<file path="src/cpu_pkg.sv">
// shared definitions for the three-stage integer core
// word and register sizes, instruction field positions, classes and ALU opcodes

`default_nettype none

package cpu_pkg;

    localparam int data_width_default = 32;
    localparam int reg_count = 16;
    localparam int const_width = 16;

    typedef logic [3:0]  reg_addr_t;
    typedef logic [31:0] instr_t;

    // instruction field positions
    localparam int class_msb = 31;
    localparam int class_lsb = 28;
    localparam int op_msb    = 27;
    localparam int op_lsb    = 24;
    localparam int const_msb = 23;
    localparam int const_lsb = 8;
    localparam int b_msb     = 11;
    localparam int b_lsb     = 8;
    localparam int a_msb     = 7;
    localparam int a_lsb     = 4;
    localparam int d_msb     = 3;
    localparam int d_lsb     = 0;

    // unlisted class codes act as a nop
    typedef enum logic [3:0] {
        class_nop    = 4'd0,
        class_arith  = 4'd1,
        class_arithc = 4'd2
    } instr_class_t;

    typedef enum logic [3:0] {
        op_or     = 4'b0000,
        op_and    = 4'b0001,
        op_xor    = 4'b0010,
        op_add    = 4'b0011,
        op_sub    = 4'b0100,
        op_shiftl = 4'b0101,
        op_shiftr = 4'b0110,
        op_not_a  = 4'b0111,
        op_slt    = 4'b1000,
        op_sltu   = 4'b1001,
        op_load   = 4'b1100,
        op_loadhi = 4'b1101
    } alu_op_t;

    // upper opcode bits shared by load and loadhi
    localparam logic [2:0] load_group = 3'b110;

endpackage

`default_nettype wire

</file>
<file path="src/alu.sv">
// combinational ALU for the integer core
// twelve operations, unlisted opcodes give zero

`timescale 1ns/1ps
`default_nettype none

module alu import cpu_pkg::*; #(
    parameter int data_width = data_width_default
) (
    input  alu_op_t               op,
    input  logic [data_width-1:0] a,
    input  logic [data_width-1:0] b,
    output logic [data_width-1:0] y
);

    logic [4:0] shamt;
    logic       lt_signed;
    logic       lt_unsigned;

    // shifts only look at the low five bits of b
    assign shamt       = b[4:0];
    assign lt_signed   = $signed(a) < $signed(b);
    assign lt_unsigned = a < b;

    always_comb
    begin
        case (op)
            op_or:
                y = a | b;
            op_and:
                y = a & b;
            op_xor:
                y = a ^ b;
            op_add:
                y = a + b;
            op_sub:
                y = a - b;
            op_shiftl:
                y = a << shamt;
            op_shiftr:
                y = a >> shamt;
            op_not_a:
                y = ~a;
            op_slt:
                y = {{(data_width-1){1'b0}}, lt_signed};
            op_sltu:
                y = {{(data_width-1){1'b0}}, lt_unsigned};
            op_load:
                y = b;
            // upper half from b, lower half of a kept
            op_loadhi:
                y = {b[data_width-const_width-1:0], a[const_width-1:0]};
            default:
                y = '0;
        endcase
    end

endmodule

`default_nettype wire

</file>
<file path="src/cpu_core.sv">
// top level of the three-stage integer core
// decode, execute and register bank, result exposed on the write-back ports

`timescale 1ns/1ps
`default_nettype none

module cpu_core import cpu_pkg::*; #(
    parameter int data_width = data_width_default
) (
    input  logic                  clk,
    input  logic                  reset,
    input  instr_t                instr,
    input  logic                  instr_valid,
    output logic                  wb_valid,
    output reg_addr_t             wb_reg,
    output logic [data_width-1:0] wb_data
);

    reg_addr_t             a_reg;
    reg_addr_t             b_reg;
    logic [data_width-1:0] a_data;
    logic [data_width-1:0] b_data;
    logic                  ex_valid;
    alu_op_t               ex_op;
    logic [data_width-1:0] ex_a;
    logic [data_width-1:0] ex_b;
    reg_addr_t             ex_a_reg;
    reg_addr_t             ex_b_reg;
    reg_addr_t             ex_d_reg;
    logic                  ex_we;

    decode_stage #(
        .data_width (data_width)
    ) decode_i (
        .clk         (clk),
        .reset       (reset),
        .instr       (instr),
        .instr_valid (instr_valid),
        .a_reg       (a_reg),
        .b_reg       (b_reg),
        .a_data      (a_data),
        .b_data      (b_data),
        .ex_valid    (ex_valid),
        .ex_op       (ex_op),
        .ex_a        (ex_a),
        .ex_b        (ex_b),
        .ex_a_reg    (ex_a_reg),
        .ex_b_reg    (ex_b_reg),
        .ex_d_reg    (ex_d_reg),
        .ex_we       (ex_we)
    );

    execute_stage #(
        .data_width (data_width)
    ) execute_i (
        .clk      (clk),
        .reset    (reset),
        .ex_valid (ex_valid),
        .ex_op    (ex_op),
        .ex_a     (ex_a),
        .ex_b     (ex_b),
        .ex_a_reg (ex_a_reg),
        .ex_b_reg (ex_b_reg),
        .ex_d_reg (ex_d_reg),
        .ex_we    (ex_we),
        .wb_valid (wb_valid),
        .wb_reg   (wb_reg),
        .wb_data  (wb_data)
    );

    // write port driven straight from the result register
    reg_bank #(
        .data_width (data_width)
    ) reg_bank_i (
        .clk    (clk),
        .reset  (reset),
        .a_reg  (a_reg),
        .b_reg  (b_reg),
        .a_data (a_data),
        .b_data (b_data),
        .d_reg  (wb_reg),
        .d_data (wb_data),
        .we     (wb_valid)
    );

endmodule

`default_nettype wire

</file>
<file path="src/decode_stage.sv">
// decode stage that latches the incoming word, splits its fields,
// reads the register bank and registers the execute operands

`timescale 1ns/1ps
`default_nettype none

module decode_stage import cpu_pkg::*; #(
    parameter int data_width = data_width_default
) (
    input  logic                  clk,
    input  logic                  reset,
    input  instr_t                instr,
    input  logic                  instr_valid,
    output reg_addr_t             a_reg,
    output reg_addr_t             b_reg,
    input  logic [data_width-1:0] a_data,
    input  logic [data_width-1:0] b_data,
    output logic                  ex_valid,
    output alu_op_t               ex_op,
    output logic [data_width-1:0] ex_a,
    output logic [data_width-1:0] ex_b,
    output reg_addr_t             ex_a_reg,
    output reg_addr_t             ex_b_reg,
    output reg_addr_t             ex_d_reg,
    output logic                  ex_we
);

    instr_t                   instr_q;
    logic                     valid_q;
    instr_class_t             iclass;
    alu_op_t                  op;
    logic [const_width-1:0]   konst;
    logic [data_width-1:0]    konst_ext;
    reg_addr_t                d_reg;
    logic                     use_const;
    logic                     writes;

    // first stage holds the incoming word
    always_ff @(posedge clk)
    begin
        instr_q <= instr;
        if (reset)
            valid_q <= 1'b0;
        else
            valid_q <= instr_valid;
    end

    assign iclass = instr_class_t'(instr_q[class_msb:class_lsb]);
    assign op     = alu_op_t'(instr_q[op_msb:op_lsb]);
    assign konst  = instr_q[const_msb:const_lsb];
    assign a_reg  = instr_q[a_msb:a_lsb];
    assign b_reg  = instr_q[b_msb:b_lsb];
    assign d_reg  = instr_q[d_msb:d_lsb];

    assign use_const = (iclass == class_arithc);
    assign writes    = valid_q && (iclass == class_arith || iclass == class_arithc)
                       && (d_reg != '0);

    // load group takes the constant unsigned, everything else sign extends
    always_comb
    begin
        if (op[3:1] == load_group)
            konst_ext = {{(data_width-const_width){1'b0}}, konst};
        else
            konst_ext = {{(data_width-const_width){konst[const_width-1]}}, konst};
    end

    always_ff @(posedge clk)
    begin
        if (reset)
        begin
            ex_valid <= 1'b0;
            ex_we    <= 1'b0;
        end
        else
        begin
            ex_valid <= valid_q;
            ex_we    <= writes;
        end
        ex_op    <= op;
        ex_a     <= a_data;
        ex_b     <= use_const ? konst_ext : b_data;
        ex_a_reg <= a_reg;
        // r0 here keeps the constant out of the forwarding compare
        ex_b_reg <= use_const ? reg_addr_t'(0) : b_reg;
        ex_d_reg <= d_reg;
    end

    we_needs_valid: assert property (@(posedge clk) disable iff (reset) ex_we |-> ex_valid)
        else $error("execute write enable without a valid instruction");

endmodule

`default_nettype wire

</file>
<file path="src/execute_stage.sv">
// execute and result stage
// bypasses from the result register, runs the ALU and holds the write-back result

`timescale 1ns/1ps
`default_nettype none

module execute_stage import cpu_pkg::*; #(
    parameter int data_width = data_width_default
) (
    input  logic                  clk,
    input  logic                  reset,
    input  logic                  ex_valid,
    input  alu_op_t               ex_op,
    input  logic [data_width-1:0] ex_a,
    input  logic [data_width-1:0] ex_b,
    input  reg_addr_t             ex_a_reg,
    input  reg_addr_t             ex_b_reg,
    input  reg_addr_t             ex_d_reg,
    input  logic                  ex_we,
    output logic                  wb_valid,
    output reg_addr_t             wb_reg,
    output logic [data_width-1:0] wb_data
);

    logic                  fwd_a;
    logic                  fwd_b;
    logic [data_width-1:0] op_a;
    logic [data_width-1:0] op_b;
    logic [data_width-1:0] alu_y;

    // the previous instruction sits in the result register
    assign fwd_a = wb_valid && (wb_reg == ex_a_reg) && (ex_a_reg != '0);
    assign fwd_b = wb_valid && (wb_reg == ex_b_reg) && (ex_b_reg != '0);

    assign op_a = fwd_a ? wb_data : ex_a;
    assign op_b = fwd_b ? wb_data : ex_b;

    alu #(
        .data_width (data_width)
    ) alu_i (
        .op (ex_op),
        .a  (op_a),
        .b  (op_b),
        .y  (alu_y)
    );

    // result register that doubles as the write-back stage
    always_ff @(posedge clk)
    begin
        if (reset)
            wb_valid <= 1'b0;
        else
            wb_valid <= ex_valid && ex_we;
        wb_reg  <= ex_d_reg;
        wb_data <= alu_y;
    end

    // a nonzero destination is decided two stages earlier in decode
    wb_dest_nonzero: assert property (@(posedge clk) disable iff (reset)
        wb_valid |-> wb_reg != '0)
        else $error("result register targets r0");

endmodule

`default_nettype wire

</file>
<file path="src/reg_bank.sv">
// register bank, two combinational read ports and one write port
// r0 reads zero, a read of the address being written returns the new data

`timescale 1ns/1ps
`default_nettype none

module reg_bank import cpu_pkg::*; #(
    parameter int data_width = data_width_default
) (
    input  logic                  clk,
    input  logic                  reset,
    input  reg_addr_t             a_reg,
    input  reg_addr_t             b_reg,
    output logic [data_width-1:0] a_data,
    output logic [data_width-1:0] b_data,
    input  reg_addr_t             d_reg,
    input  logic [data_width-1:0] d_data,
    input  logic                  we
);

    logic [data_width-1:0] regs [reg_count];

    always_ff @(posedge clk)
    begin
        if (reset)
        begin
            for (int i = 0; i < reg_count; i++)
            begin
                regs[i] <= '0;
            end
        end
        else if (we && d_reg != '0)
        begin
            regs[d_reg] <= d_data;
        end
    end

    // write-through covers a producer two instructions back
    always_comb
    begin
        if (a_reg == '0)
            a_data = '0;
        else if (we && d_reg == a_reg)
            a_data = d_data;
        else
            a_data = regs[a_reg];
    end

    always_comb
    begin
        if (b_reg == '0)
            b_data = '0;
        else if (we && d_reg == b_reg)
            b_data = d_data;
        else
            b_data = regs[b_reg];
    end

    // decode must have dropped any r0 destination before write-back
    no_r0_write: assert property (@(posedge clk) disable iff (reset) we |-> d_reg != '0)
        else $error("register bank write to r0");

endmodule

`default_nettype wire

</file>
<file path="config.mk">
export PLATFORM = sky130hd
export DESIGN_NAME = cpu_core
export DESIGN_NICKNAME = d
export VERILOG_FILES = /design/src/cpu_pkg.sv /design/src/alu.sv /design/src/cpu_core.sv /design/src/decode_stage.sv /design/src/execute_stage.sv /design/src/reg_bank.sv
export SDC_FILE = /design/constraint.sdc
export NUM_CORES = 2
export LEC_CHECK = 0
export ABC_AREA = 0
export BUFFER_PORTS_ARGS = -buffer_cell sky130_fd_sc_hd__buf_2
export CORE_ASPECT_RATIO = 2
export CORE_MARGIN = 8
export CORE_UTILIZATION = 40
export CTS_CLUSTER_DIAMETER = 30
export DETAILED_ROUTE_END_ITERATION = 7
export GPL_TIMING_DRIVEN = 1
export SYNTH_ARGS = -nofsm -noshare
export SYNTH_HDL_FRONTEND = slang
export SYNTH_SLANG_ARGS = --single-unit
export TNS_END_PERCENT = 10
</file>
<file path="constraint.sdc">
create_clock -name clk -period 7 [get_ports clk]
set_input_delay 1.4 -clock clk [delete_from_list [all_inputs] [get_ports clk]]
set_output_delay 1.4 -clock clk [all_outputs]
set_load 0.005 [all_outputs]
</file>
# Word level (Yosys, flattened, before mapping)
# Memory sizes are Yosys's and may differ from the RTL's. A register that Yosys moved wholly into a read port is not among the register bits.
# Cells that the tools add are included.
# word_totals
elab_cells	77
ram_bits	512
input_bits	35
ff_bits	152
mem_count	1
out_inout_bits	37
# op_classes
magnitude_cmp	2
reduce_logical	19
n_bitwise	4
n_eq_ne	18
n_shift	2
n_addsub	2
n_mux	16
# memory_table
name	depth	word_bits	rd	rd_clocked_by_memory_dff	write_ports	line_no	text
reg_bank_i.regs	16	32	2	2	16	reg_bank.sv:21	logic [data_width-1:0] regs [reg_count];
# op_table
operator	count
32-bit one-hot mux with 12 select lines	1
32-bit 2-to-1 mux	8
32-bit less-than comparator	2
32-bit adder	1
32-bit AND	1
32-bit inverter	1
32-bit OR	1
32-bit OR reduction	1
32-bit by 5-bit << shifter with 32-bit output	1
32-bit by 5-bit right shift with 32-bit output	1
32-bit subtractor	1
32-bit bitwise XOR	1
4-bit by 3-bit equality test with 1-bit output (second input constant)	4
4-bit equality test	4
4-bit equality test (second input constant)	4
4-bit nonzero test	4
4-bit by 2-bit equality test with 1-bit output (second input constant)	3
4-bit logical NOT	3
1-bit logical AND	10
4-bit by 1-bit equality test with 1-bit output (second input constant)	2
1-bit 2-to-1 mux	6
4-bit 2-to-1 mux	1
3-bit equality test (second input constant)	1
1-bit logical OR	1

# Depth between registers and ports, before layout
# logic_depth
depth_word	7
ltp_mapped	21
ltp_nobuf	18

# Hierarchy
# A second synthesis with hierarchy kept.
# hier_totals
hier_cells	3555
area_unflattened_um2	41787.6
# modules_own_cells
mod	area_each_um2	cells_each	seq_area_each_um2	n_inst
reg_bank	28118.2	1871	15374.7	1
alu	8919.8	1336	0.0	1
decode_stage	2865.2	223	2302.2	1
execute_stage	1884.3	125	740.7	1

# Least setup slack after synthesis
# OpenSTA, ideal clock, no wires.
# synth_timing
path_kind	flip-flop to flip-flop
startpoint	register execute_i.wb_reg[3]
endpoint	register execute_i.wb_data[19]
synth_period_minus_slack_ns	5.463
stages_incl_launch_ff	21
required_ns	6.857
slack_ns	1.537
arrival_time_ns	5.320
cell_sequence	dfxtp_1 -> clkbuf_1 -> or2_2 -> o21a_1 -> nor2_1 -> buf_2 -> mux2i_1 -> clkbuf_1 -> clkbuf_1 -> ha_1 -> clkbuf_1 -> nor2_1 -> a221o_1 -> o21ai_0 -> o21ba_2 -> o21ai_0 -> a221o_1 -> a311o_1 -> a311oi_1 -> xnor2_1 -> o211ai_1
# synth_via
elab_chain_cells	6
# synth_rtl
item	line_no	text
start: declaration	execute_stage.sv:21	output reg_addr_t wb_reg,
start signal: assignment	execute_stage.sv:54	wb_reg <= ex_d_reg;
4-bit equality test, on equally long branches	execute_stage.sv:32, execute_stage.sv:33	
1-bit logical AND, on equally long branches (2 in series)	execute_stage.sv:32, execute_stage.sv:33	
32-bit 2-to-1 mux, on equally long branches	execute_stage.sv:35, execute_stage.sv:36	
32-bit subtractor (tied with other cells)	alu.sv:37	y = a - b;
32-bit one-hot mux with 12 select lines *	alu.sv:27	case (op)
via execute_i.alu_i.y[19]	alu.sv:13	output logic [data_width-1:0] y
end signal: assignment	execute_stage.sv:55	wb_data <= alu_y;
end: declaration	execute_stage.sv:22	output logic [data_width-1:0] wb_data
# Mark *: on every way through the listed nets, which the timed path passes. The rest lies on a longest branch.
# A chain may end at the register's enable or synchronous reset.

# Worst setup path after layout
# layout_timing
startpoint	register execute_i.wb_reg[0]
endpoint	register execute_i.wb_data[22]
# The elaborated chain is that of the path after synthesis.

==> results <==
- Global routing finished with a remaining overflow of 0.
- Buffers added to address setup during post-CTS repair amount to 0.
- The launch point of the worst reg-to-reg path is execute_i.wb_reg[0].
- The overall track demand over capacity in global routing is 30.5%.
- In this run the register-to-register setup slack is 0.75 ns.
- After routing, the total negative slack on setup checks comes to 0 ns.
- The start-to-end type of the worst setup path is reg -> reg.
- Setup repair after global routing left no endpoint under its margin.
- In this run the cell area of the synthesized design comes to 40400 um2.
- Clock tree synthesis inserted a total of 100 buffers.
- The most critical setup path has its startpoint at execute_i.wb_reg[0].
- The cell with the biggest individual delay on the critical path is mux2i_1.
- A synthesized cell averages 12.1 um2.
- Yosys mapped the design onto 85 distinct sky130hd cell types.
- The die covers 112000 um2.
- Global routing used 53.1% of the available met2 tracks.
- After floorplanning, the core was divided into 165 placement rows.
- The first detailed-routing pass ran for 6 iterations.
- The pre-CTS worst setup slack is 0.790 ns.
- The worst setup path is captured at a register.
- The register area share after synthesis is 45.5%.
- Global routing used 7.41% of the available met3 tracks.
- Power spread over the standard cell area amounts to 287 nW/um2.
- After clock tree synthesis, the clock-pin slew on the worst setup and hold paths is 0.05 ns.
- The relative slew slack is -3.68%.
- The wire length of the first global-routing pass is 239 mm.
- The total of flip-flops plus latches after synthesis is 664.
- VDD sags by at most 177 uV.
- After routing the design area is 46300 um2.
- The end of the worst register-to-register path is execute_i.wb_data[22].
- The clock passes through at most 3 buffers.
- Detailed routing inserted a total of 30400 vias.
- The net count of the finished layout is 3528.
- Measured on the finished design, the core utilization comes to 46.0%.
- The floorplan step set the die width to 241 um.
- The final reports fail on max-capacitance violations, max-slew violations.
- CTS placed an instance of clkbuf_16 at the clock tree root.
- The DRC violations left is 0.
- In the final routed layout, each cell accounts on average for 35.8 um.
- Once the clock tree was built, the resizer swapped 0 gates to a different size.
- The later pin in the worst-skew pair is clocked with a latency of 0.70 ns.
- The pin slew with the least headroom to its limit is 1.56 ns.
- The weighted congestion reported at the end of routability-driven placement is 1.11.
- The met1 global-route usage is 29.2%.
- Yosys mapped a number of flops with a built-in enable equal to 512.
- The count of mapped cells out of synthesis is 3339.
- TritonCTS built the clock tree.
- Entering global routing, the biggest net connects 133 pins.
- The instance area after placement is 42800 um2.
- The die is 466 um tall.
- The critical path goes through xor2_1 > or4b_4 > nor2_4 > mux2i_1 > inv_1 > ha_1 > inv_1 > fa_1 > o21ba_2 > o21bai_1 > a2111oi_0 > buf_4 > o31ai_2 > buf_4 > a211oi_1 > o21bai_1 > a21oi_1 > nor2_1 > a211o_1 > a221o_1.
- The worst hold path begins at decode_i.ex_d_reg[0].
- Of all nets on the critical path, the largest fanout is 13.
- The startpoint kind of the worst setup timing path is a register.
- The largest total area in the synthesized netlist belongs to edfxtp_1.
- Dividing the detail-routed via count by the number of cells gives 6.32.
- The count of buffer and inverter cells on the critical path is 4.
- In this run the biggest area consumer among cell types represents 38.0% of the synthesized area.
- The total area inside the core boundary comes to 101000 um2.
- The flip-flop count of the largest register, all copies and words added is 512.
- The via count of the first global-routing pass is 31500.
- The clock skew is 0.0276 ns.
- After synthesis, the cell types taking the most area are edfxtp_1 38%, mux4_2 18%, dfxtp_1 7.5%.
- In this run the count of I/O pins placed on the die edge is 72.
- Across the run, the number of max-cap violations was 1.
- The slack of the critical path is 0.755 ns.
- The first routing iteration left 2871 violations.
- The layout has 9167 filler cells.
- The data arrival time of the worst path is 6.83 ns.
- The run finished, with violations left.
- The tightest min-delay check is of the reg -> reg type.
- The initial utilization of the core area, before any placement, comes to 40.1%.
- The worst hold path was traced through 0 stages.
- Of all flip-flops after synthesis, the portion carrying an async set or reset was 0%.
- The leakage power is 17.3 nW.
- Setup violations remaining at the end of the flow were counted as 0.
- The number of antenna violations at the first check in global routing is 15.
- The proportion of layout cells with a drive suffix above 1 is 25.2%.
- The TritonCTS sink count is 664.
- The count of nets left with antenna violations after detail routing is 0.
- The endpoint of the worst hold-timing path is execute_i.wb_reg[0].
- Counting I/O delays and the setup requirement, the final critical path takes 6.25 ns.
- Once detailed placement completed, the half-perimeter wirelength came to 117 mm.
- Compared with the post-synthesis result, the final layout area differs by 14.5%.
- The final hold violation count is 0.
- The number of warnings reported in the yosys synthesis log is 0.
- The H-tree was split into 3 levels.
- The largest single stage delay on the critical path is 0.70 ns.
- STA puts the critical path data required time at 7.58 ns.
- The maximum clock rate is 0.160 GHz.
- The detailed-route wire length is 172 mm.
- The largest delay contributor family on the critical path is compound AO/OA/AOI/OAI gates.
- The number of input and output port buffers inserted is 71.
- In this run the most used layer during global routing was met2.
- The most frequently used flop master after synthesis is edfxtp_1.
- Counting cells, the worst reg-to-reg path comes to 20.
- Buffers inserted to repair hold after CTS numbered 0.
- The number of pins exceeding their max-slew limit in the final report is 6.
- The period utilization is 89.2%.
-- cells in the final DEF, fill, tap and decap left out, drive strengths merged, types with 107 or more instances in the layout --
| cell | n |
|---|---|
| a21oi | 132 |
| and2 | 490 |
| buf | 225 |
| clkbuf | 107 |
| dfxtp | 152 |
| edfxtp | 512 |
| inv | 115 |
| mux2i | 172 |
| mux4 | 321 |
| nand2 | 173 |
| nor2 | 183 |
| o21ai | 133 |
-- metal layers --
layer	share of wire, %	wire length [um]	vias up
met2	51	87900	1647
met4	11	18700	8
met3	7.6	13100	626
met1	31	52600	15500
met5	0.031	54	-
li1	-	-	12700
-- per-stage QoR --
step           hold WS (ns)  std cells  power (mW)
2_1_floorplan         0.310       3370        6.56
3_3_place_gp          0.310       4625        8.03
3_5_place_dp          0.312       4625        8.03
4_1_cts               0.323       4809        13.2
5_1_grt               0.327       4816        13.6
6_report              0.322       4820        13.3
-- area by class of cell --
| class | instances | area [um2] | area share [%] |
|---|---|---|---|
| clock buffers | 107 | 2570 | 5.55 |
| clock inverters | 77 | 888 | 1.92 |
| well taps | 1336 | 1670 | 3.61 |
| diodes | 11 | 27.5 | 0.0594 |
| flip-flops and latches | 664 | 18400 | 39.8 |
| inverters | 99 | 372 | 0.802 |
| repair buffers | 225 | 1550 | 3.35 |
| multi-input cells | 2301 | 20800 | 44.9 |
-- logic make-up after synthesis --
family          after synthesis  share of synthesized area, %
compound gates              551                          9.13
xor+xnor                     32                         0.711
fa+ha+maj                   102                          3.19
buf+inv                     405                          3.88
flops                       664                          45.5
mux                         564                          24.1
other cells                   1                       0.00927
simple gates               1020                          13.4
-- worst max-delay path by stage --
stage | end | cells after the start | slack (ns)
global route | execute_i.wb_data[22] | 20 | 0.39
floorplan | execute_i.wb_data[19] | 20 | 1.54
finish | execute_i.wb_data[22] | 20 | 0.75
global placement | execute_i.wb_data[22] | 20 | 0.90
detailed placement | execute_i.wb_data[18] | 20 | 0.79
CTS | execute_i.wb_data[18] | 20 | 0.75
-- power by group --
part           internal (mW)  switching [mW]  total (mW)  leakage [nW]
sequential              4.48           0.401        4.88          6.54
combinational           1.10            2.14        3.24          9.02
clock                   3.13            2.06        5.19          1.70
total                   8.70            4.60        13.3          17.3
-- cells in the mapped netlist (all sizes together) (6+ instances only) --
cell type  number
nand2b         11
o21a           11
o21bai         14
nand3          35
dfxtp         152
o31ai          10
nor2b          15
ha            100
edfxtp        512
o22ai          19
nor3           41
and2          490
and3            6
nand4           7
o221ai         23
a211o           8
mux4          321
or2            23
o21ai         133
a211oi         18
a221o          17
nor4           10
xnor2          21
a21oi         132
nand2         173
a2111oi        11
o211ai         35
or3            13
o2111ai         8
inv            96
xor2           11
buf            51
mux2           71
a21o           14
a31oi          10
a22oi          17
nor2          183
a221oi         33
mux2i         172
clkbuf        255
No activity file was read; power rests on OpenSTA's default activity.
